File: config.mk
export PLATFORM = sky130hd
export DESIGN_NAME = ex_mem_reg
export DESIGN_NICKNAME = d
export VERILOG_FILES = /design/src/source/pipe_regs.sv
export VERILOG_INCLUDE_DIRS = /design/src /design/src/include
export SDC_FILE = /design/constraint.sdc
export NUM_CORES = 1
export LEC_CHECK = 0
export BUFFER_PORTS_ARGS = -buffer_cell sky130_fd_sc_hd__buf_4
export CAP_MARGIN = 20
export CELL_PAD_IN_SITES_DETAIL_PLACEMENT = 1
export CELL_PAD_IN_SITES_GLOBAL_PLACEMENT = 1
export CORE_ASPECT_RATIO = 1.75
export CORE_MARGIN = 4
export CORE_UTILIZATION = 33
export DETAILED_ROUTE_END_ITERATION = 12
export PLACE_DENSITY = 0.91
export SYNTH_ARGS = -nofsm -noshare
export SYNTH_HDL_FRONTEND = slang
export SYNTH_SLANG_ARGS = --single-unit
File: constraint.sdc
create_clock -name clk -period 0.8 [get_ports clk]
set_input_delay 0.16 -clock clk [delete_from_list [all_inputs] [get_ports clk]]
set_output_delay 0.16 -clock clk [all_outputs]
set_load 0.02 [all_outputs]
File: src/include/pipe_config.svh
// ~~~~~~~~~~~~~~~~~~~~~~~~~~~~~~~~~~~~~~~~~~~~~~~~
// widths are fixed by the RV64 subset, change with care
// ~~~~~~~~~~~~~~~~~~~~~~~~~~~~~~~~~~~~~~~~~~~~~~~~
`ifndef PIPE_CONFIG_SVH
`define PIPE_CONFIG_SVH

// data path and pc width
`define PIPE_XLEN 64
`define PIPE_ILEN 32

// register file geometry
`define PIPE_RAW  5
`define PIPE_NREG 32

`endif

File: src/source/pipe_regs.sv
// ~~~~~~~~~~~~~~~~~~~~~~~~~~~~~~~~~~~~~~~~~~~~~~~~
// flush beats enable; payload bits keep no reset value
// ~~~~~~~~~~~~~~~~~~~~~~~~~~~~~~~~~~~~~~~~~~~~~~~~
`timescale 1ns/1ps
`include "pipe_config.svh"



module ex_mem_reg (
    input  logic                  clk,
    input  logic                  rst_n_i,
    input  logic                  enable_i,
    input  logic                  valid_i,
    input  logic [`PIPE_XLEN-1:0] pc_i,
    input  logic [`PIPE_RAW-1:0]  rd_i,
    input  logic [`PIPE_XLEN-1:0] result_i,
    input  logic                  wen_i,
    input  logic                  ebreak_i,
    output logic                  valid_o,
    output logic [`PIPE_XLEN-1:0] pc_o,
    output logic [`PIPE_RAW-1:0]  rd_o,
    output logic [`PIPE_XLEN-1:0] result_o,
    output logic                  wen_o,
    output logic                  ebreak_o
);
    always_ff @(posedge clk or negedge rst_n_i) begin
        if (!rst_n_i) begin
            valid_o  <= 1'b0;
            wen_o    <= 1'b0;
            ebreak_o <= 1'b0;
        end else if (enable_i) begin
            valid_o  <= valid_i;
            wen_o    <= wen_i;
            ebreak_o <= ebreak_i;
        end
    end

    always_ff @(posedge clk) begin
        if (enable_i) begin
            pc_o     <= pc_i;
            rd_o     <= rd_i;
            result_o <= result_i;
        end
    end
endmodule


==> summary.md, run 1 <==
| Metric | Value |
|---|---|
| Width of the chip | `92.29 um` |
| Num rows | `53` |
| Maximum clock path buffer count | `2` |
| Number of nets produced by synthesis | `278` |
| Post-synthesis sequential area ratio | `99.18%` |
| Most used DFF post-synth | `sky130_fd_sc_hd__edfxtp_1` |
| Run status | `did not finish` |
| Compound-gate portion of the synthesized area | `0%` |
| Average size of a mapped cell | `29.52 um2` |
| Most instantiated cells after synthesis | `133 x sky130_fd_sc_hd__edfxtp_1, 3 x sky130_fd_sc_hd__dfrtp_1, 3 x sky130_fd_sc_hd__mux2_2` |
| # Post-CTS Setup Buffers | `0` |
| Total number of H-tree levels | `4` |
| Effective utilization at floorplan | `33.99%` |
| Area of the mapped netlist | `4103 um2` |
| Most repeated cell in the gate-level netlist after synthesis | `sky130_fd_sc_hd__edfxtp_1` |
| Main combinational cell family by area after synthesis | `multiplexers` |
| Resize count post-CTS | `136` |
| Clk sinks | `136` |
| Post-place setup slack | `-0.1304 ns` |
| Total placed instance area | `6553 um2` |
| Detail Placement HPWL | `11470 um` |
| Most area-consuming cells after synthesis | `sky130_fd_sc_hd__edfxtp_1 97%, sky130_fd_sc_hd__dfrtp_1 1.8%, sky130_fd_sc_hd__mux2_2 0.82%` |
| Last stage | `clock tree synthesis (4_1_cts)` |
| Num CTS Buffers | `17` |
| GP Congestion | `0.9231` |
| Warning count from the yosys run | `0` |
| Clock Tree Root | `sky130_fd_sc_hd__clkbuf_16` |
| Count of flip-flops with a built-in enable after synthesis | `133` |
| Area share of and/or/nand/nor cells after synthesis | `0%` |
| Synthesized-area fraction occupied by adder cells | `0%` |
| Cells after Synth | `139` |
| Buffers on Ports | `274` |
| Top cell type by total area after synthesis | `sky130_fd_sc_hd__edfxtp_1` |
| Hold buffer count at CTS | `126` |
| Count of distinct cell types in the synthesized netlist | `3` |
| First reported error | `[ERROR RSZ-0060] Max buffer count reached.` |
| I/O pins | `275` |
| Multiplexer area fraction after synthesis | `0.8234%` |
| Register bit total from synthesis | `136` |
| Area share of xor/xnor cells in the synthesized design | `0%` |
| Fraction of synthesized cell area taken by the top area cell type | `97.35%` |
| Die height | `155.5 um` |
| Share of synthesized registers carrying an async set or reset | `2.206%` |
[through the flow]
stage | std cells | TNS [ns] | util, % | hold WS, ns
floorplan | 139 | -0.04001 | - | -0.1356
detailed placement | 594 | -13.48 | 54.29 | -0.04775
global placement | 594 | -10.86 | 54.29 | -0.04976
[logic make-up after synthesis]
logic type / count (synthesis)
muxes: 3
DFF: 136
==> run 2: changes to the inputs <==
--- a/config.mk
+++ b/config.mk
@@ -8,13 +8,10 @@
 export LEC_CHECK = 0
 export BUFFER_PORTS_ARGS = -buffer_cell sky130_fd_sc_hd__buf_4
 export CAP_MARGIN = 20
-export CELL_PAD_IN_SITES_DETAIL_PLACEMENT = 1
-export CELL_PAD_IN_SITES_GLOBAL_PLACEMENT = 1
-export CORE_ASPECT_RATIO = 1.75
 export CORE_MARGIN = 4
-export CORE_UTILIZATION = 33
+export CORE_UTILIZATION = 25
 export DETAILED_ROUTE_END_ITERATION = 12
-export PLACE_DENSITY = 0.91
+export PLACE_DENSITY_LB_ADDON = 0.15
 export SYNTH_ARGS = -nofsm -noshare
 export SYNTH_HDL_FRONTEND = slang
 export SYNTH_SLANG_ARGS = --single-unit
==> run 2 against run 1 <==
  * The flow now finishes, with violations (setup timing)
  * Synthesized area unchanged
  * Synthesized cell count unchanged
==> summary.md, run 2 <==
| Metric | Value |
|---|---|
| Max Clock Freq | `0.8745 GHz` |
| Worst slew margin relative to its limit | `84.25%` |
| Count of distinct cell types in the synthesized netlist | `3` |
| Num rows | `46` |
| Overall global routing resource usage | `15.07%` |
| Register bit total from synthesis | `136` |
| Ratio of final minimum period to clock period | `142.9%` |
| Wire length reported by the detailed router | `13930 um` |
| Pins over their slew limit | `0` |
| Number of nets produced by synthesis | `278` |
| Most used DFF post-synth | `sky130_fd_sc_hd__edfxtp_1` |
| Number of global-route vias before repair | `3721` |
| Post-detailed-route DRC marker count | `0` |
| Seq pwr share | `42.1%` |
| DRC violation total after the first TritonRoute iteration | `96` |
| Antenna violation net count after detailed routing | `0` |
| Detailed Routing Iterations Pass 1 | `4` |
| Max_cap viols | `0` |
| Min cycle time layout | `1.144 ns` |
| I/O pins | `275` |
| GR Overflow Total | `0` |
| Post-synthesis sequential area ratio | `99.18%` |
| Die Footprint | `18520 um2` |
| Most instantiated cells after synthesis | `133 x sky130_fd_sc_hd__edfxtp_1, 3 x sky130_fd_sc_hd__dfrtp_1, 3 x sky130_fd_sc_hd__mux2_2` |
| Kind of start point of the critical path | `flip-flop` |
| Crit path cell chain | `buf_6` |
| Total number of H-tree levels | `4` |
| Worst EP arrival | `0.98 ns` |
| Element type at the critical path end | `output port` |
| Maximum clock path buffer count | `2` |
| Final setup vio count | `136` |
| Slowest cell on the critical path | `sky130_fd_sc_hd__edfxtp_1` |
| Detail Placement HPWL | `9289 um` |
| Most repeated cell in the gate-level netlist after synthesis | `sky130_fd_sc_hd__edfxtp_1` |
| Total Nets Final | `731` |
| Worst supply voltage drop on vdd | `1.484 mV` |
| # Post-CTS Setup Buffers | `0` |
| Register-to-register path setup slack | `0.01 ns` |
| Effective utilization at floorplan | `25.64%` |
| Num CTS Buffers | `17` |
| Path type of the worst min-delay path | `input pin to asynchronous set/reset pin` |
| Internal power consumption | `16.25 mW` |
| Critical path peak fanout | `1` |
| Run status | `finished with violations` |
| Area of the mapped netlist | `4103 um2` |
| Utilization after layout | `57.69%` |
| Power density over the cells | `2249 nW/um2` |
| Tightest hold margin | `0.07096 ns` |
| Comb power frac | `16.0%` |
| Share of synthesized registers carrying an async set or reset | `2.206%` |
| Maximum clock skew at final layout | `0 ns` |
| Clock transition at the registers of the reported paths | `0.06 ns` |
| Setup repair after global routing missed its margin | `true` |
| Slack of the critical path | `-0.3435 ns` |
| Worst Setup EP | `result_o[6]` |
| Per-cell routed wire length | `16.95 um` |
| Failing checks | `setup timing` |
| Count of flip-flops with a built-in enable after synthesis | `133` |
| Core Region | `16000 um2` |
| Least-Margin Pin Slew | `0.2362 ns` |
| Endpoint of the lowest-slack register-to-register path | `ebreak_o$_DFFE_PN0P_` |
| Largest net degree at the start of global routing | `24` |
| Antenna violations before repair | `1` |
| Type of the setup path with the least slack | `flip-flop to output port` |
| Routed vias/inst | `3.940` |
| Largest registers | `pc_o x64, result_o x64, rd_o x5` |
| GP Congestion | `0.7358` |
| Share of layout cells above drive strength 1 | `54.88%` |
| Top cell type by total area after synthesis | `sky130_fd_sc_hd__edfxtp_1` |
| Buffers on Ports | `274` |
| Worst Path Buf+Inv | `1` |
| Worst reg2reg startpoint | `ebreak_o$_DFFE_PN0P_` |
| P_sw | `4.510 mW` |
| Part of the total power dissipated in the clock network | `41.8%` |
| Die height | `136.1 um` |
| Crit path required time | `0.64 ns` |
| Most used cells in the layout excluding fill and tap cells | `155 x sky130_fd_sc_hd__buf_4, 136 x sky130_fd_sc_hd__dlygate4sd3_1, 136 x sky130_fd_sc_hd__buf_6, 133 x sky130_fd_sc_hd__edfxtp_1, 17 x sky130_fd_sc_hd__clkbuf_16` |
| Largest delay contributor family on the critical path | `flip-flops` |
| Average size of a mapped cell | `29.52 um2` |
| Width of the chip | `136.1 um` |
| Cells after Synth | `139` |
| Wire length of the first global-routing pass | `20470 um` |
| Leakage power | `3.878 nW` |
| Warning count from the yosys run | `0` |
| Cell count of the worst reg-to-reg path | `1` |
| Clock tree from TritonCTS | `yes` |
| Most area-consuming cells after synthesis | `sky130_fd_sc_hd__edfxtp_1 97%, sky130_fd_sc_hd__dfrtp_1 1.8%, sky130_fd_sc_hd__mux2_2 0.82%` |
| Growth of design area from synthesis to finish | `125.0%` |
| Worst skew pair latency | `0.41 ns` |
| Startpoint of the most critical setup path | `result_o[6]$_DFFE_PP_` |
| WP depth | `1` |
| Worst path max stage delay | `0.42 ns` |
| Fraction of power spent switching nets | `21.72%` |
| Final hold violation count | `0` |
| Most common cell after layout, fill and taps aside | `sky130_fd_sc_hd__buf_4` |
| Clk sinks | `136` |
| Vias after detailed routing | `3239` |
| Fraction of synthesized cell area taken by the top area cell type | `97.35%` |
| Clock Tree Root | `sky130_fd_sc_hd__clkbuf_16` |
[run 2: worst min path at each step]
stage / slack (ns) / end
2_1_floorplan: -0.14 / ebreak_o$_DFFE_PN0P_
3_3_place_gp: -0.05 / valid_o$_DFFE_PN0P_
3_5_place_dp: -0.05 / valid_o$_DFFE_PN0P_
4_1_cts: 0.03 / valid_o$_DFFE_PN0P_
5_1_grt: 0.07 / wen_o$_DFFE_PN0P_
6_report: 0.07 / valid_o$_DFFE_PN0P_
[run 2: final cells by class]
cell class	instances	area [um2]
diodes	1	2.502
clock buffers	18	429.2
clock inverters	14	229.0
fillers	1199	6770
multi-input cells	3	37.54
flip-flops and latches	136	4073
well taps	216	270.3
repair buffers	434	4189
[run 2: per-stage QoR]
step	setup WS [ns]	power [mW]	setup TNS (ns)	cells	area, um2
final	-0.3435	20.76	-40.82	822	9230
after global routing	-0.3822	21.62	-46.99	821	9228
after CTS	-0.3716	20.99	-45.37	821	9210
after detailed placement	-0.1642	11.22	-14.54	652	6681
after global placement	-0.1499	11.21	-13.30	652	6681
after floorplan	-0.01334	9.517	-0.04001	139	4106
[run 2: routing by layer]
metal  vias up  share of wire [%]  GRT usage, %
met5         -                  0             0
li1       1479                  -             -
met4         0                2.1         6.943
met3        22                 14         8.882
met2       216                 48         24.88
met1      1522                 36         15.33
[run 2: logic make-up after synthesis]
kind of cell,Yosys count,share of synthesized area (%)
flip-flops,136,99.18
multiplexers,3,0.8234
[run 2: what timing repair did]
action | 4_1_cts | 5_1_grt
gates cloned | 0 | 0
endpoints found under the setup margin | 136 | 138
gates resized for setup | 133 | 5
hold buffers | 137 | 0
hold endpoints to repair | 139 | 0
[run 2: power by group through the flow]
| stage | clock network, mW | registers (mW) | logic [mW] |
|---|---|---|---|
| after floorplan | 0 | 9.50 | 0.0158 |
| after global placement | 0 | 8.77 | 2.44 |
| after detailed placement | 0 | 8.77 | 2.45 |
| after CTS | 8.93 | 8.74 | 3.32 |
| after global routing | 9.32 | 8.79 | 3.50 |
| final | 8.68 | 8.75 | 3.33 |
Power figures use the tool's default switching activity.
==> run 3: changes to the inputs <==
--- a/config.mk
+++ b/config.mk
@@ -11,7 +11,7 @@
 export CORE_MARGIN = 4
 export CORE_UTILIZATION = 25
 export DETAILED_ROUTE_END_ITERATION = 12
-export PLACE_DENSITY_LB_ADDON = 0.15
+export PLACE_DENSITY = 0.55
 export SYNTH_ARGS = -nofsm -noshare
 export SYNTH_HDL_FRONTEND = slang
 export SYNTH_SLANG_ARGS = --single-unit
==> run 3 against run 2 <==
  * The run now fails in clock tree synthesis (4_1_cts)
  * Synthesized cell count is the same
  * Synthesized area stayed put
==> summary.md, run 3 <==
| Metric | Value |
|---|---|
| Most area-consuming cells after synthesis | `sky130_fd_sc_hd__edfxtp_1 97%, sky130_fd_sc_hd__dfrtp_1 1.8%, sky130_fd_sc_hd__mux2_2 0.82%` |
| Average size of a mapped cell | `29.52 um2` |
| First reported error | `[ERROR RSZ-0060] Max buffer count reached.` |
| # Post-CTS Setup Buffers | `0` |
| Clock Tree Root | `sky130_fd_sc_hd__clkbuf_16` |
| Share of synthesized registers carrying an async set or reset | `2.206%` |
| Warning count from the yosys run | `0` |
| Run status | `did not finish` |
| Most used DFF post-synth | `sky130_fd_sc_hd__edfxtp_1` |
| Total placed instance area | `6565 um2` |
| Post-synthesis sequential area ratio | `99.18%` |
| Num CTS Buffers | `17` |
| Effective utilization at floorplan | `25.64%` |
| GP Congestion | `0.6868` |
| Detail Placement HPWL | `8656 um` |
| Fraction of synthesized cell area taken by the top area cell type | `97.35%` |
| Count of distinct cell types in the synthesized netlist | `3` |
| Post-place setup slack | `-0.1414 ns` |
| Count of flip-flops with a built-in enable after synthesis | `133` |
| Hold buffer count at CTS | `135` |
| Width of the chip | `136.1 um` |
| Last stage | `clock tree synthesis (4_1_cts)` |
| Maximum clock path buffer count | `2` |
| Resize count post-CTS | `129` |
| Area of the mapped netlist | `4103 um2` |
| Die height | `136.1 um` |
| I/O pins | `275` |
| Top cell type by total area after synthesis | `sky130_fd_sc_hd__edfxtp_1` |
| Register bit total from synthesis | `136` |
| Most instantiated cells after synthesis | `133 x sky130_fd_sc_hd__edfxtp_1, 3 x sky130_fd_sc_hd__dfrtp_1, 3 x sky130_fd_sc_hd__mux2_2` |
| Cells after Synth | `139` |
| Most repeated cell in the gate-level netlist after synthesis | `sky130_fd_sc_hd__edfxtp_1` |
| Num rows | `46` |
| Number of nets produced by synthesis | `278` |
| Buffers on Ports | `274` |
| Clk sinks | `136` |
| Total number of H-tree levels | `4` |
-- run 3: cell families after synthesis --
| family | after synthesis | share of synthesized area [%] |
|---|---|---|
| DFF | 136 | 99.18 |
| muxes | 3 | 0.8234 |
-- run 3: per-stage QoR --
stage | hold WS, ns | std cells
3_3_place_gp | -0.04976 | 641
2_1_floorplan | -0.1356 | 139
3_5_place_dp | -0.04780 | 641
