## src/include/pipe_config.svh

```systemverilog
// ~~~~~~~~~~~~~~~~~~~~~~~~~~~~~~~~~~~~~~~~~~~~~~~~
// widths are fixed by the RV64 subset, change with care
// ~~~~~~~~~~~~~~~~~~~~~~~~~~~~~~~~~~~~~~~~~~~~~~~~
`ifndef PIPE_CONFIG_SVH
`define PIPE_CONFIG_SVH

// data path and pc width
`define PIPE_XLEN 64
`define PIPE_ILEN 32

// register file geometry
`define PIPE_RAW  5
`define PIPE_NREG 32

`endif

```

## src/source/pipe_regs.sv

```systemverilog
// ~~~~~~~~~~~~~~~~~~~~~~~~~~~~~~~~~~~~~~~~~~~~~~~~
// flush beats enable; payload bits keep no reset value
// ~~~~~~~~~~~~~~~~~~~~~~~~~~~~~~~~~~~~~~~~~~~~~~~~
`timescale 1ns/1ps
`include "pipe_config.svh"

module if_id_reg (
    input  logic                  clk,
    input  logic                  rst_n_i,
    input  logic                  flush_i,
    input  logic                  enable_i,
    input  logic                  valid_i,
    input  logic [`PIPE_XLEN-1:0] pc_i,
    input  logic [`PIPE_ILEN-1:0] instr_i,
    output logic                  valid_o,
    output logic [`PIPE_XLEN-1:0] pc_o,
    output logic [`PIPE_ILEN-1:0] instr_o
);
    always_ff @(posedge clk or negedge rst_n_i) begin
        if (!rst_n_i) begin
            valid_o <= 1'b0;
        end else if (flush_i) begin
            valid_o <= 1'b0;
        end else if (enable_i) begin
            valid_o <= valid_i;
        end
    end

    always_ff @(posedge clk) begin
        if (enable_i) begin
            pc_o    <= pc_i;
            instr_o <= instr_i;
        end
    end
endmodule




```

## config.mk

```make
export PLATFORM = sky130hd
export DESIGN_NAME = if_id_reg
export DESIGN_NICKNAME = d
export VERILOG_FILES = /design/src/source/pipe_regs.sv
export VERILOG_INCLUDE_DIRS = /design/src /design/src/include
export SDC_FILE = /design/constraint.sdc
export NUM_CORES = 1
export LEC_CHECK = 0
export ABC_AREA = 0
export BUFFER_PORTS_ARGS = -buffer_cell sky130_fd_sc_hd__buf_2
export CAP_MARGIN = 20
export CELL_PAD_IN_SITES_DETAIL_PLACEMENT = 1
export CELL_PAD_IN_SITES_GLOBAL_PLACEMENT = 2
export CORE_MARGIN = 1.5
export CORE_UTILIZATION = 29
export CTS_CLUSTER_DIAMETER = 150
export DETAILED_ROUTE_END_ITERATION = 12
export HOLD_SLACK_MARGIN = 0.05
export PLACE_DENSITY = 0.9
export SETUP_SLACK_MARGIN = 0.05
export SYNTH_ARGS = -nofsm -noshare
export SYNTH_HDL_FRONTEND = slang
export SYNTH_SLANG_ARGS = --single-unit
```

## constraint.sdc

```tcl
create_clock -name clk -period 1 [get_ports clk]
set_input_delay 0 -clock clk [delete_from_list [all_inputs] [get_ports clk]]
set_output_delay 0 -clock clk [all_outputs]
set_load 0.005 [all_outputs]
```

==> impl_table.tex, run 1 <==
\begin{tabular}{lr}
\hline
Metric & Value \\
\hline
\multicolumn{2}{l}{\textbf{STA}} \\
\quad Worst setup margin & 0.0763 ns \\
\quad Worst slew slack as a fraction of its limit & 84.6\% \\
\quad Final Slew Violations & 0 \\
\quad Setup repair after global routing missed its margin & yes \\
\quad Setup-failing EPs final & 0 \\
\quad Clock tree skew after final layout & 0 ns \\
\quad Setup TNS after final layout & 0 ns \\
\quad Final worst path period need & 0.924 ns \\
\quad Final count of hold timing violations & 0 \\
\quad Least-Margin Pin Slew & 0.231 ns \\
\quad Post-route clock period utilization & 92.4\% \\
\quad Maximum achievable frequency & 1080 MHz \\
\multicolumn{2}{l}{\textbf{Synthesis}} \\
\quad Ys flop type & sky130\_fd\_sc\_hd\_\_edfxtp\_1 \\
\quad Count leader, synth & sky130\_fd\_sc\_hd\_\_edfxtp\_1 \\
\quad Top cells by area, synth & sky130\_fd\_sc\_hd\_\_edfxtp\_1, sky130\_fd\_sc\_hd\_\_dfrtp\_1, sky130\_fd\_sc\_hd\_\_mux2i\_1, sky130\_fd\_sc\_hd\_\_nor2\_1 \\
\quad Post-synthesis cell type count & 4 \\
\quad Cell taking the most area after synthesis & sky130\_fd\_sc\_hd\_\_edfxtp\_1 \\
\quad Post-Synthesis Net Count & 200 \\
\quad Area share of the largest cell type after synthesis & 98.7\% \\
\quad Synth cell count leaders & sky130\_fd\_sc\_hd\_\_edfxtp\_1, sky130\_fd\_sc\_hd\_\_dfrtp\_1, sky130\_fd\_sc\_hd\_\_mux2i\_1, sky130\_fd\_sc\_hd\_\_nor2\_1 \\
\quad Seq cells post-synth & 97 \\
\quad Yosys Warn Count & 0 \\
\quad Cell count after synthesis & 99 \\
\quad Async set-or-reset flop fraction in the synthesized netlist & 1.03\% \\
\quad Post-Synthesis Mean Instance Area & 29.5 um\^{}2 \\
\quad Sequential fraction of the synthesis area & 99.5\% \\
\quad Post-synth EDFFs & 96 \\
\quad Summed instance area of the synthesized netlist & 2920 um\^{}2 \\
\multicolumn{2}{l}{\textbf{Power}} \\
\quad Worst IR drop on VDD & 0.000828 V \\
\quad Pwr dens & 1580 nW/um\^{}2 \\
\quad Leakage power figure & 2.29 nW \\
\multicolumn{2}{l}{\textbf{CTS}} \\
\quad Clock root buffer master & sky130\_fd\_sc\_hd\_\_clkbuf\_8 \\
\quad Hold-fix buffers at CTS & 100 \\
\quad Insertion delay of the later-clocked pin in the worst-skew pair & 0.35 ns \\
\quad CTS Sinks & 97 \\
\quad Clock tree buffer depth & 2 \\
\quad Cts bufs inserted & 9 \\
\quad Total setup buffers inserted after CTS & 0 \\
\quad Clock transition at the register clock pins on the worst setup and hold paths after CTS & 0.09 ns \\
\quad Number of gates given a new drive strength after cts & 0 \\
\quad TritonCTS clock tree & done \\
\quad H-tree levels & 3 \\
\multicolumn{2}{l}{\textbf{Critical path}} \\
\quad Critical path fanouts, max & 1 \\
\quad Category of the most critical setup path & flop to output port \\
\quad Highest-delay cell along the critical path & sky130\_fd\_sc\_hd\_\_edfxtp\_1 \\
\quad Crit path launch type & flop \\
\quad Critical Path RT & 1.00 ns \\
\quad Crit path buffers/inverters & 1 \\
\quad Worst-path cell chain & buf\_2 \\
\quad Kind of capture point of the worst setup path & output port \\
\quad Peak per-stage delay on the critical path & 0.42 ns \\
\quad CP Data Arrival Time & 0.92 ns \\
\quad Cell type group with the largest total delay on the critical path & flip-flops \\
\multicolumn{2}{l}{\textbf{Detailed routing}} \\
\quad Detail Route Antenna Nets & 0 \\
\quad Routed WL per cell & 18.3 um \\
\quad Post-Route WL & 10,200 um \\
\quad Number of vias after detailed routing & 2,298 \\
\quad Via-per-instance ratio & 4.15 \\
\quad DR iter-0 viols & 27 \\
\quad Pre-antenna DRT Iters & 4 \\
\quad Number of remaining DRC errors & 0 \\
\multicolumn{2}{l}{\textbf{Place}} \\
\quad RePlAce Congestion & 0.685 \\
\quad Count of port buffers added during placement & 197 \\
\quad Number of cells in the design after placement & 435 \\
\quad Post-detailed-placement half-perimeter wirelength & 5700 um \\
\quad Minimum setup slack after placement & 0.170 ns \\
\multicolumn{2}{l}{\textbf{Floorplanning}} \\
\quad Cell row count & 36 \\
\quad Width of the die & 103 um \\
\quad Area of the die & 10,700 um\^{}2 \\
\quad Die height & 103 um \\
\quad Core area & 9770 um\^{}2 \\
\quad Number of I/O pins & 198 \\
\quad Initial Utilization & 29.9\% \\
\multicolumn{2}{l}{\textbf{Cells and area}} \\
\quad Post-route non-filler standard cell count & 554 \\
\quad Fraction of layout cells with a size suffix above 1 & 51.9\% \\
\quad Fin util & 54.7\% \\
\quad Synth-to-layout area growth & 83.0\% \\
\quad Number of nets in the layout & 514 \\
\multicolumn{2}{l}{\textbf{Run}} \\
\quad Maximum capacitance violations & 0 \\
\multicolumn{2}{l}{\textbf{Global route}} \\
\quad Global-route wire length before repair & 14,000 um \\
\quad Antenna violations before repair & 3 \\
\quad GR Overflow Total & 0 \\
\quad Number of global-route vias before repair & 2,639 \\
\quad Global-route usage over all layers & 18.8\% \\
\quad Pin count of the biggest net entering global routing & 37 \\
\multicolumn{2}{l}{\textbf{Worst hold path}} \\
\quad Worst min path class & input port to flop \\
\multicolumn{2}{l}{\textbf{Status}} \\
\quad Outcome & completed \\
\hline
\end{tabular}
[cells in the final DEF, fill, tap and decap left out, types with 2 or more instances in the layout]
| cell type | instances |
|---|---|
| sky130_fd_sc_hd__clkbuf_8 | 9 |
| sky130_fd_sc_hd__buf_12 | 2 |
| sky130_fd_sc_hd__dlygate4sd3_1 | 100 |
| sky130_fd_sc_hd__inv_6 | 2 |
| sky130_fd_sc_hd__diode_2 | 3 |
| sky130_fd_sc_hd__buf_4 | 5 |
| sky130_fd_sc_hd__buf_2 | 196 |
| sky130_fd_sc_hd__edfxtp_1 | 96 |
| sky130_fd_sc_hd__clkinv_1 | 2 |
[worst paths after layout]
check / startpoint / to / slack (ns) / cells after the start
max reg2reg: valid_o$_DFFE_PN0P_ / valid_o$_DFFE_PN0P_ / 0.28 / 2
max in group asynchronous: rst_n_i / valid_o$_DFFE_PN0P_ / 0.37 / 3
min in group asynchronous: rst_n_i / valid_o$_DFFE_PN0P_ / 0.53 / 3
max: instr_o[7]$_DFFE_PP_ / instr_o[7] / 0.08 / 1
min: enable_i / pc_o[55]$_DFFE_PP_ / 0.02 / 1
min reg2reg: valid_o$_DFFE_PN0P_ / valid_o$_DFFE_PN0P_ / 0.57 / 2
[registers in the layout, summed over array words and instances, names as in the netlist]
signal,count
valid_o,1
pc_o,64
instr_o,32
[per-layer routing]
layer / share of wire, % / GRT usage, %
met1: 33 / 17.0
met2: 57 / 36.8
met3: 7.1 / 5.85
met4: 2.9 / 9.77
met5: 0 / 0
[cell families (layout without fill, tap and decap cells)]
family	Yosys count	count (layout)	synth area share [%]
buf+inv	0	319	0
other cells	0	3	0
simple gates	1	1	0.128
flops	97	97	99.5
mux	1	1	0.343
[stage by stage]
step	area [um^2]	total power, mW	hold slack (ns)
6_report	5350	8.45	0.0217
5_1_grt	5350	8.80	-0.00489
4_1_cts	5340	8.45	0.000626
3_5_place_dp	4150	5.67	-0.225
3_3_place_gp	4150	5.63	-0.224
2_1_floorplan	2920	5.04	-0.296
[where the power goes]
group	internal, mW	switching, mW	total, mW	leakage [nW]
registers	4.82	0.101	4.92	0.953
clock network	1.16	1.35	2.51	0.0991
logic	0.614	0.401	1.01	1.24
total	6.59	1.85	8.45	2.29
[area by class of cell]
type | count | area (um^2)
Multi-Input combinational cell | 2 | 13.8
Sequential cell | 97 | 2910
Clock buffer | 9 | 124
Timing Repair Buffer | 303 | 2060
Antenna cell | 3 | 7.51
Fill cell | 941 | 4430
Tap cell | 133 | 166
Clock inverter | 7 | 68.8
Power figures use the tool's default switching activity.
==> run 2, diff against run 1 <==
--- a/config.mk
+++ b/config.mk
@@ -12,11 +12,11 @@
 export CELL_PAD_IN_SITES_DETAIL_PLACEMENT = 1
 export CELL_PAD_IN_SITES_GLOBAL_PLACEMENT = 2
 export CORE_MARGIN = 1.5
-export CORE_UTILIZATION = 29
+export CORE_UTILIZATION = 25
 export CTS_CLUSTER_DIAMETER = 150
 export DETAILED_ROUTE_END_ITERATION = 12
 export HOLD_SLACK_MARGIN = 0.05
-export PLACE_DENSITY = 0.9
+export PLACE_DENSITY = 0.8
 export SETUP_SLACK_MARGIN = 0.05
 export SYNTH_ARGS = -nofsm -noshare
 export SYNTH_HDL_FRONTEND = slang
==> constraint.sdc (replaced) <==
create_clock -name clk -period 1 [get_ports clk]
set_input_delay 0.1 -clock clk [delete_from_list [all_inputs] [get_ports clk]]
set_output_delay 0.1 -clock clk [all_outputs]
set_load 0.005 [all_outputs]
==> run 2 against run 1 <==
The flow now stops in 4_1_cts. Synthesized cell count unchanged. Area after synthesis unchanged.
==> impl_table.tex, run 2 <==
\begin{tabular}{lr}
\hline
Metric & Value \\
\hline
\multicolumn{2}{l}{\textbf{Status}} \\
\quad Outcome & did not finish \\
\quad Step where the flow halted & 4\_1\_cts \\
\quad Error that stopped the run & [ERROR RSZ-0060] Max buffer count reached. \\
\multicolumn{2}{l}{\textbf{CTS}} \\
\quad H-tree levels & 3 (unchanged) \\
\quad Hold-fix buffers at CTS & 101 (+1.0\%) \\
\quad CTS Sinks & 97 (unchanged) \\
\quad Cts bufs inserted & 9 (unchanged) \\
\quad Clock root buffer master & sky130\_fd\_sc\_hd\_\_clkbuf\_16 \\
\quad Number of gates given a new drive strength after cts & 0 (unchanged) \\
\quad Clock tree buffer depth & 2 (unchanged) \\
\quad Total setup buffers inserted after CTS & 0 (unchanged) \\
\multicolumn{2}{l}{\textbf{Place}} \\
\quad Number of cells in the design after placement & 441 (+1.4\%) \\
\quad Placed cell area & 4130 um\^{}2 (-0.42\%) \\
\quad Count of port buffers added during placement & 197 (unchanged) \\
\quad RePlAce Congestion & 0.724 (+5.7\%) \\
\multicolumn{2}{l}{\textbf{Floorplanning}} \\
\quad Die height & 111 um (+7.5\%) \\
\quad Width of the die & 111 um (+7.5\%) \\
\quad Number of I/O pins & 198 (unchanged) \\
\quad Initial Utilization & 25.6\% (-4.3 points) \\
\quad Cell row count & 39 (+8.3\%) \\
\multicolumn{2}{l}{\textbf{Synthesis}} \\
\quad Cell taking the most area after synthesis & sky130\_fd\_sc\_hd\_\_edfxtp\_1 \\
\quad Cell count after synthesis & 99 (unchanged) \\
\quad Summed instance area of the synthesized netlist & 2920 um\^{}2 (unchanged) \\
\quad Post-Synthesis Mean Instance Area & 29.5 um\^{}2 (unchanged) \\
\quad Yosys Warn Count & 0 (unchanged) \\
\quad Top cells by area, synth & sky130\_fd\_sc\_hd\_\_edfxtp\_1, sky130\_fd\_sc\_hd\_\_dfrtp\_1, sky130\_fd\_sc\_hd\_\_mux2i\_1, sky130\_fd\_sc\_hd\_\_nor2\_1 \\
\quad Post-synth EDFFs & 96 (unchanged) \\
\quad Post-synthesis cell type count & 4 (unchanged) \\
\quad Synth cell count leaders & sky130\_fd\_sc\_hd\_\_edfxtp\_1, sky130\_fd\_sc\_hd\_\_dfrtp\_1, sky130\_fd\_sc\_hd\_\_mux2i\_1, sky130\_fd\_sc\_hd\_\_nor2\_1 \\
\quad Area share of the largest cell type after synthesis & 98.7\% (unchanged) \\
\quad Async set-or-reset flop fraction in the synthesized netlist & 1.03\% (unchanged) \\
\quad Sequential fraction of the synthesis area & 99.5\% (unchanged) \\
\quad Ys flop type & sky130\_fd\_sc\_hd\_\_edfxtp\_1 \\
\quad Post-Synthesis Net Count & 200 (unchanged) \\
\quad Seq cells post-synth & 97 (unchanged) \\
\quad Count leader, synth & sky130\_fd\_sc\_hd\_\_edfxtp\_1 \\
\hline
\end{tabular}
-- run 2: cell counts after synthesis --
No cell type changed its count.
-- run 2: stage by stage --
step	setup slack, ns	util, %
2_1_floorplan	0.357	-
3_3_place_gp	0.0964	36.2
3_5_place_dp	0.0699	36.2
-- run 2: logic make-up after synthesis --
family        after synthesis  share of synthesized area (%)
flops                      97                           99.5
mux                         1                          0.343
simple gates                1                          0.128
==> run 3, diff against run 2 <==
==> config.mk (replaced) <==
export PLATFORM = sky130hd
export DESIGN_NAME = if_id_reg
export DESIGN_NICKNAME = d
export VERILOG_FILES = /design/src/source/pipe_regs.sv
export VERILOG_INCLUDE_DIRS = /design/src /design/src/include
export SDC_FILE = /design/constraint.sdc
export NUM_CORES = 1
export LEC_CHECK = 0
export ABC_AREA = 0
export BUFFER_PORTS_ARGS = -buffer_cell sky130_fd_sc_hd__buf_2
export CAP_MARGIN = 20
export CORE_MARGIN = 1.5
export CORE_UTILIZATION = 20
export DETAILED_ROUTE_END_ITERATION = 12
export PLACE_DENSITY_LB_ADDON = 0.15
export SYNTH_ARGS = -nofsm -noshare
export SYNTH_HDL_FRONTEND = slang
export SYNTH_SLANG_ARGS = --single-unit
==> run 3 against run 2 <==
The run now ends clean.
==> impl_table.tex, run 3 (synthesis results as in run 1) <==
\begin{tabular}{lr}
\hline
Metric & Value \\
\hline
\multicolumn{2}{l}{\textbf{Critical path}} \\
\quad Worst reg-to-reg setup slack & 0.34 ns \\
\quad Worst-path cell chain & buf\_2 \\
\quad Crit path buffers/inverters & 1 \\
\quad Highest-delay cell along the critical path & sky130\_fd\_sc\_hd\_\_edfxtp\_1 \\
\quad Critical path fanouts, max & 1 \\
\quad Critical R2R Launch & valid\_o\$\_DFFE\_PN0P\_ \\
\quad Crit path launch type & flop \\
\quad Category of the most critical setup path & flop to output port \\
\quad CP Data Arrival Time & 0.86 ns \\
\quad Critical Path RT & 0.90 ns \\
\quad Count of cells along the worst register-to-register path & 2 \\
\quad Cell type group with the largest total delay on the critical path & flip-flops \\
\quad Kind of capture point of the worst setup path & output port \\
\quad Worst flop-to-flop path endpoint & valid\_o\$\_DFFE\_PN0P\_ \\
\quad Peak per-stage delay on the critical path & 0.38 ns \\
\multicolumn{2}{l}{\textbf{Cells and area}} \\
\quad Synth-to-layout area growth & 87.4\% \\
\quad Number of nets in the layout & 513 \\
\quad Filler Cell Count & 1,362 \\
\quad Ant. Diodes & 0 \\
\quad Commonest non-fill, non-tap cell in the layout & sky130\_fd\_sc\_hd\_\_buf\_2 \\
\quad Biggest regs & pc\_o: 64 flops, instr\_o: 32 flops, valid\_o: 1 flops \\
\quad Max reg flops & 64 \\
\quad Design Area, Final & 5480 um\^{}2 \\
\quad Fraction of layout cells with a size suffix above 1 & 51.7\% \\
\quad Fin util & 38.8\% \\
\quad Leading cell types in the layout, fill and taps excluded & sky130\_fd\_sc\_hd\_\_buf\_2, sky130\_fd\_sc\_hd\_\_dlygate4sd3\_1, sky130\_fd\_sc\_hd\_\_edfxtp\_1 \\
\quad Top register by number of flip-flops & pc\_o \\
\multicolumn{2}{l}{\textbf{Status}} \\
\quad Outcome & completed \\
\multicolumn{2}{l}{\textbf{Run}} \\
\quad Maximum capacitance violations & 0 \\
\multicolumn{2}{l}{\textbf{Detailed routing}} \\
\quad Highest routing layer actually used & met4 \\
\quad Detail Route Antenna Nets & 0 \\
\quad Detailed-routed wire length on met3 & 844 um \\
\quad DR iter-0 viols & 53 \\
\quad Routed WL per cell & 13.2 um \\
\quad Via-per-instance ratio & 3.59 \\
\quad Wire length on met1 & 2870 um \\
\quad Number of vias after detailed routing & 2,137 \\
\quad Post-Route WL & 7880 um \\
\quad Pre-antenna DRT Iters & 3 \\
\quad Number of remaining DRC errors & 0 \\
\quad Routed length on met2 & 3990 um \\
\multicolumn{2}{l}{\textbf{CTS}} \\
\quad CTS Sinks & 97 (unchanged) \\
\quad Clock transition at the register clock pins on the worst setup and hold paths after CTS & 0.07 ns \\
\quad TritonCTS clock tree & done \\
\quad Total setup buffers inserted after CTS & 0 (unchanged) \\
\quad Clock tree buffer depth & 2 (unchanged) \\
\quad Cts bufs inserted & 9 (unchanged) \\
\quad Insertion delay of the later-clocked pin in the worst-skew pair & 0.34 ns \\
\quad Clock root buffer master & sky130\_fd\_sc\_hd\_\_clkbuf\_16 \\
\quad H-tree levels & 3 (unchanged) \\
\quad Number of gates given a new drive strength after cts & 0 (unchanged) \\
\multicolumn{2}{l}{\textbf{Power}} \\
\quad Relative contribution of sequential cells to total power & 53.3\% \\
\quad Internal portion of total power & 7.36 mW \\
\quad Combinational share of power & 10.6\% \\
\quad Switching power total & 1.82 mW \\
\quad Leakage power figure & 2.32 nW \\
\quad Pwr dens & 1680 nW/um\^{}2 \\
\quad Worst IR drop on VDD & 0.000830 V \\
\quad Switching share of power & 19.9\% \\
\quad Part of the power in the clock network & 36.1\% \\
\multicolumn{2}{l}{\textbf{STA}} \\
\quad Setup repair after global routing missed its margin & yes \\
\quad Setup TNS after final layout & 0 ns \\
\quad Clock tree skew after final layout & 0 ns \\
\quad Final count of hold timing violations & 0 \\
\quad Final worst path period need & 0.963 ns \\
\quad Worst slew slack as a fraction of its limit & 87.1\% \\
\quad Least-Margin Pin Slew & 0.193 ns \\
\quad Final Slew Violations & 0 \\
\quad Post-route clock period utilization & 96.3\% \\
\quad Maximum achievable frequency & 1040 MHz \\
\quad Setup-failing EPs final & 0 \\
\quad Final-layout worst hold slack & 0.0570 ns \\
\multicolumn{2}{l}{\textbf{Place}} \\
\quad RePlAce Congestion & 0.672 (-7.2\%) \\
\quad Placed cell area & 4210 um\^{}2 (+1.8\%) \\
\quad Post-detailed-placement half-perimeter wirelength & 5340 um \\
\quad Count of port buffers added during placement & 197 (unchanged) \\
\multicolumn{2}{l}{\textbf{Global route}} \\
\quad GR Overflow Total & 0 \\
\quad Global-route usage over all layers & 10.5\% \\
\quad Antenna violations before repair & 0 \\
\quad Number of global-route vias before repair & 2,348 \\
\quad Pin count of the biggest net entering global routing & 35 \\
\quad Global-route wire length before repair & 11,500 um \\
\multicolumn{2}{l}{\textbf{Floorplanning}} \\
\quad Die height & 124 um (+11\%) \\
\quad Area of the die & 15,300 um\^{}2 \\
\quad Width of the die & 124 um (+11\%) \\
\quad Number of I/O pins & 198 (unchanged) \\
\quad Cell row count & 43 (+10\%) \\
\quad Core area & 14,100 um\^{}2 \\
\quad Initial Utilization & 20.7\% (-4.9 points) \\
\multicolumn{2}{l}{\textbf{Worst hold path}} \\
\quad Worst min path class & input port to async pin \\
\hline
\end{tabular}
## run 3: layout make-up
| type | count | area, um^2 | area share, % |
|---|---|---|---|
| clock buffers | 12 | 236 | 4.32 |
| clock inverters | 3 | 42.5 | 0.777 |
| multi-input cells | 2 | 13.8 | 0.251 |
| flip-flops and latches | 97 | 2910 | 53.1 |
| well taps | 180 | 225 | 4.11 |
| repair buffers | 302 | 2050 | 37.4 |
## run 3: worst reg2reg max path, stage by stage, from the launching register on
cell,delay (ns)
sky130_fd_sc_hd__dfrtp_1,0.38
sky130_fd_sc_hd__mux2i_1,0.12
sky130_fd_sc_hd__nor2_1,0.05
## run 3: worst max path at each step
stage / from / to / slack (ns) / cells after the start
finish: pc_o[28]$_DFFE_PP_ / pc_o[28] / 0.04 / 1
global route: instr_o[2]$_DFFE_PP_ / instr_o[2] / -0.02 / 1
CTS: instr_o[2]$_DFFE_PP_ / instr_o[2] / 0.006 / 1
detailed placement: enable_i / pc_o[60]$_DFFE_PP_ / 0.13 / 2
global placement: enable_i / pc_o[52]$_DFFE_PP_ / 0.13 / 2
floorplan: valid_o$_DFFE_PN0P_ / valid_o$_DFFE_PN0P_ / 0.36 / 2
## run 3: metrics by stage
step                      setup WS (ns)  instances  power (mW)
after floorplan                   0.357         99        5.04
after detailed placement          0.130        482        5.66
after CTS                       0.00602        596        9.31
final                            0.0367        596        9.18
after global placement            0.128        482        5.66
after global routing            -0.0193        596        9.60
## run 3: power groups by stage
stage / logic [mW] / clock network (mW) / registers, mW
6_report: 0.974 / 3.31 / 4.90
5_1_grt: 1.07 / 3.60 / 4.93
4_1_cts: 0.987 / 3.43 / 4.90
3_5_place_dp: 0.684 / 0 / 4.98
3_3_place_gp: 0.684 / 0 / 4.98
2_1_floorplan: 0.00344 / 0 / 5.04
## run 3: timing repair
| item | CTS | global route |
|---|---|---|
| hold buffers | 99 | 0 |
| setup endpoints to repair | 0 | 8 |
| hold endpoints to repair | 98 | 0 |
## run 3: metal layers
metal | track usage, % | up-vias
li1 | - | 1026
met1 | 10.6 | 985
met2 | 17.4 | 114
met3 | 4.95 | 12
met4 | 6.54 | 0
met5 | 0 | -
==> run 4, diff against run 3 <==
--- a/config.mk
+++ b/config.mk
@@ -9,10 +9,10 @@
 export ABC_AREA = 0
 export BUFFER_PORTS_ARGS = -buffer_cell sky130_fd_sc_hd__buf_2
 export CAP_MARGIN = 20
-export CORE_MARGIN = 1.5
 export CORE_UTILIZATION = 20
 export DETAILED_ROUTE_END_ITERATION = 12
-export PLACE_DENSITY_LB_ADDON = 0.15
+export HOLD_SLACK_MARGIN = 0.1
+export PLACE_DENSITY = 0.44
 export SYNTH_ARGS = -nofsm -noshare
 export SYNTH_HDL_FRONTEND = slang
 export SYNTH_SLANG_ARGS = --single-unit
==> run 4 against run 3 <==
Hold slack improved by 0.21 ns. Setup slack got worse by 0.019 ns. Design area increased by 0.21%. Die area decreased by 1.6%. First-iteration DRC count increased by 30%. Global-route usage about the same. Sequential power about the same. Clock skew unchanged. Critical path depth unchanged.
==> impl_table.tex, run 4 (synthesis results as in run 1) <==
\begin{tabular}{lr}
\hline
Metric & Value \\
\hline
\multicolumn{2}{l}{\textbf{Cells and area}} \\
\quad Fraction of layout cells with a size suffix above 1 & 51.6\% (-0.11 points) \\
\quad Leading cell types in the layout, fill and taps excluded & sky130\_fd\_sc\_hd\_\_buf\_2, sky130\_fd\_sc\_hd\_\_dlygate4sd3\_1, sky130\_fd\_sc\_hd\_\_edfxtp\_1 \\
\quad Ant. Diodes & 0 (unchanged) \\
\quad Fin util & 39.1\% (+0.23 points) \\
\quad Area occupied by registers & 2910 um\^{}2 (unchanged) \\
\quad Biggest regs & pc\_o: 64 flops, instr\_o: 32 flops, valid\_o: 1 flops \\
\quad Filler Cell Count & 1,358 (-0.29\%) \\
\quad Synth-to-layout area growth & 87.8\% \\
\quad Commonest non-fill, non-tap cell in the layout & sky130\_fd\_sc\_hd\_\_buf\_2 \\
\quad Number of nets in the layout & 510 (-0.58\%) \\
\quad Area used by multi-input combinational logic & 13.8 um\^{}2 (unchanged) \\
\quad Top register by number of flip-flops & pc\_o \\
\quad Max reg flops & 64 (unchanged) \\
\multicolumn{2}{l}{\textbf{Detailed routing}} \\
\quad Via-per-instance ratio & 3.62 (+0.98\%) \\
\quad Number of remaining DRC errors & 0 (unchanged) \\
\quad Post-Route WL & 7860 um (-0.24\%) \\
\quad Routed WL per cell & 13.3 um (+0.26\%) \\
\quad DR iter-0 viols & 69 (+30\%) \\
\quad Detail Route Antenna Nets & 0 (unchanged) \\
\quad Number of vias after detailed routing & 2,147 (+0.47\%) \\
\quad Pre-antenna DRT Iters & 4 (+1) \\
\multicolumn{2}{l}{\textbf{Floorplanning}} \\
\quad Number of I/O pins & 198 (unchanged) \\
\quad Initial Utilization & 20.8\% (+0.079 points) \\
\quad Width of the die & 123 um (-0.81\%) \\
\quad Core area & 14,000 um\^{}2 (-0.38\%) \\
\quad Area of the die & 15,100 um\^{}2 (-1.6\%) \\
\quad Die height & 123 um (-0.81\%) \\
\quad Cell row count & 43 (unchanged) \\
\multicolumn{2}{l}{\textbf{CTS}} \\
\quad Clock root buffer master & sky130\_fd\_sc\_hd\_\_clkbuf\_16 \\
\quad TritonCTS clock tree & done \\
\quad Clock tree buffer depth & 2 (unchanged) \\
\quad Insertion delay of the later-clocked pin in the worst-skew pair & 0.34 ns (about the same) \\
\quad Number of gates given a new drive strength after cts & 0 (unchanged) \\
\quad Cts bufs inserted & 9 (unchanged) \\
\quad Clock transition at the register clock pins on the worst setup and hold paths after CTS & 0.06 ns (about the same) \\
\quad CTS Sinks & 97 (unchanged) \\
\quad H-tree levels & 3 (unchanged) \\
\multicolumn{2}{l}{\textbf{Global route}} \\
\quad Global-route wire length before repair & 11,300 um (-2.2\%) \\
\quad GR Overflow Total & 0 (unchanged) \\
\quad Global-route usage over all layers & 10.5\% (+0.012 points) \\
\quad Number of global-route vias before repair & 2,196 (-6.5\%) \\
\quad Antenna violations before repair & 0 (unchanged) \\
\quad Pin count of the biggest net entering global routing & 52 (+49\%) \\
\multicolumn{2}{l}{\textbf{Power}} \\
\quad Switching power total & 1.87 mW (+2.5\%) \\
\quad Combinational share of power & 10.2\% (-0.4 points) \\
\quad Worst IR drop on VDD & 0.000815 V (-1.8\%) \\
\quad Leakage power figure & 2.32 nW (about the same) \\
\quad Tot Pwr & 9.47 mW (+3.2\%) \\
\quad Internal portion of total power & 7.60 mW (+3.4\%) \\
\quad Switching share of power & 19.7\% (-0.14 points) \\
\quad Relative contribution of sequential cells to total power & 51.8\% (-1.5 points) \\
\quad Part of the power in the clock network & 38.1\% (+2.0 points) \\
\quad Pwr dens & 1730 nW/um\^{}2 (+3.0\%) \\
\multicolumn{2}{l}{\textbf{Critical path}} \\
\quad Cell type group with the largest total delay on the critical path & flip-flops \\
\quad Highest-delay cell along the critical path & sky130\_fd\_sc\_hd\_\_edfxtp\_1 \\
\quad CP Data Arrival Time & 0.88 ns (+0.02 ns) \\
\quad Crit path launch type & flop \\
\quad Category of the most critical setup path & flop to output port \\
\quad Peak per-stage delay on the critical path & 0.39 ns (about the same) \\
\quad Worst-path cell chain & buf\_2 \\
\quad Crit path buffers/inverters & 1 (unchanged) \\
\quad Kind of capture point of the worst setup path & output port \\
\quad Critical Path RT & 0.90 ns (about the same) \\
\quad Critical path fanouts, max & 1 (unchanged) \\
\multicolumn{2}{l}{\textbf{STA}} \\
\quad Setup TNS after final layout & 0 ns (unchanged) \\
\quad Worst setup margin & 0.0174 ns (-0.0193 ns) \\
\quad Setup-failing EPs final & 0 (unchanged) \\
\quad Worst slew slack as a fraction of its limit & 81.8\% (-5.4 points) \\
\quad Post-route clock period utilization & 98.3\% (+1.9 points) \\
\quad Setup repair after global routing missed its margin & yes \\
\quad Least-Margin Pin Slew & 0.273 ns (+0.0805 ns) \\
\quad Final worst path period need & 0.983 ns (+0.0193 ns) \\
\quad Final count of hold timing violations & 0 (unchanged) \\
\quad Final Slew Violations & 0 (unchanged) \\
\quad Clock tree skew after final layout & 0 ns (unchanged) \\
\quad Maximum achievable frequency & 1020 MHz (-2.0\%) \\
\multicolumn{2}{l}{\textbf{Place}} \\
\quad Minimum setup slack after placement & 0.118 ns (-0.0115 ns) \\
\quad Count of port buffers added during placement & 197 (unchanged) \\
\quad RePlAce Congestion & 0.673 (about the same) \\
\multicolumn{2}{l}{\textbf{Run}} \\
\quad Maximum capacitance violations & 0 (unchanged) \\
\multicolumn{2}{l}{\textbf{Status}} \\
\quad Outcome & completed \\
\multicolumn{2}{l}{\textbf{Worst hold path}} \\
\quad Worst min path class & input port to flop \\
\hline
\end{tabular}
run 4: final timing paths:
path,start,end,depth (start not counted),slack [ns]
setup reg to reg,valid_o$_DFFE_PN0P_,valid_o$_DFFE_PN0P_,2,0.33
hold reg to reg,valid_o$_DFFE_PN0P_,valid_o$_DFFE_PN0P_,2,0.53
max in group asynchronous,rst_n_i,valid_o$_DFFE_PN0P_,3,0.30
setup / recovery,pc_o[22]$_DFFE_PP_,pc_o[22],1,0.02
min in group asynchronous,rst_n_i,valid_o$_DFFE_PN0P_,3,0.59
hold / removal,enable_i,pc_o[25]$_DFFE_PP_,2,0.27
run 4: final cells by class:
type	count	share of cell area, %
clock buffer	10	4.17
tap	180	4.10
timing repair buffer	299	37.0
sequential	97	53.0
clock inverter	5	1.48
multi-input combinational	2	0.251
run 4: per-stage QoR:
stage | instances | hold WS [ns] | cell area [um^2]
after floorplan | 99 | -0.196 | 2920
after global placement | 478 | -0.123 | 4180
after detailed placement | 478 | -0.124 | 4180
after CTS | 593 | 0.263 | 5490
after global routing | 593 | 0.267 | 5490
final | 593 | 0.268 | 5490
run 4: timing repair:
action                                  CTS  global route
hold buffers                            100             0
hold endpoints to repair                 98             0
endpoints found under the setup margin    2            13
setup buffers                             0             0
run 4: power groups by stage:
stage	sequential [mW]	clock [mW]	combinational (mW)
final	4.90	3.61	0.963
after global routing	4.93	3.93	1.05
after CTS	4.91	3.75	0.974
after detailed placement	4.99	0	0.671
after global placement	4.98	0	0.674
after floorplan	5.04	0	0.00344
run 4: metal layers:
metal	wire length, um	part of all wire [%]	track usage, %	up-vias
li1	-	-	-	1019
met1	3210	41	12.3	994
met2	3820	49	16.5	121
met3	636	8.1	3.44	13
met4	189	2.4	6.63	0
met5	0	0	0	-
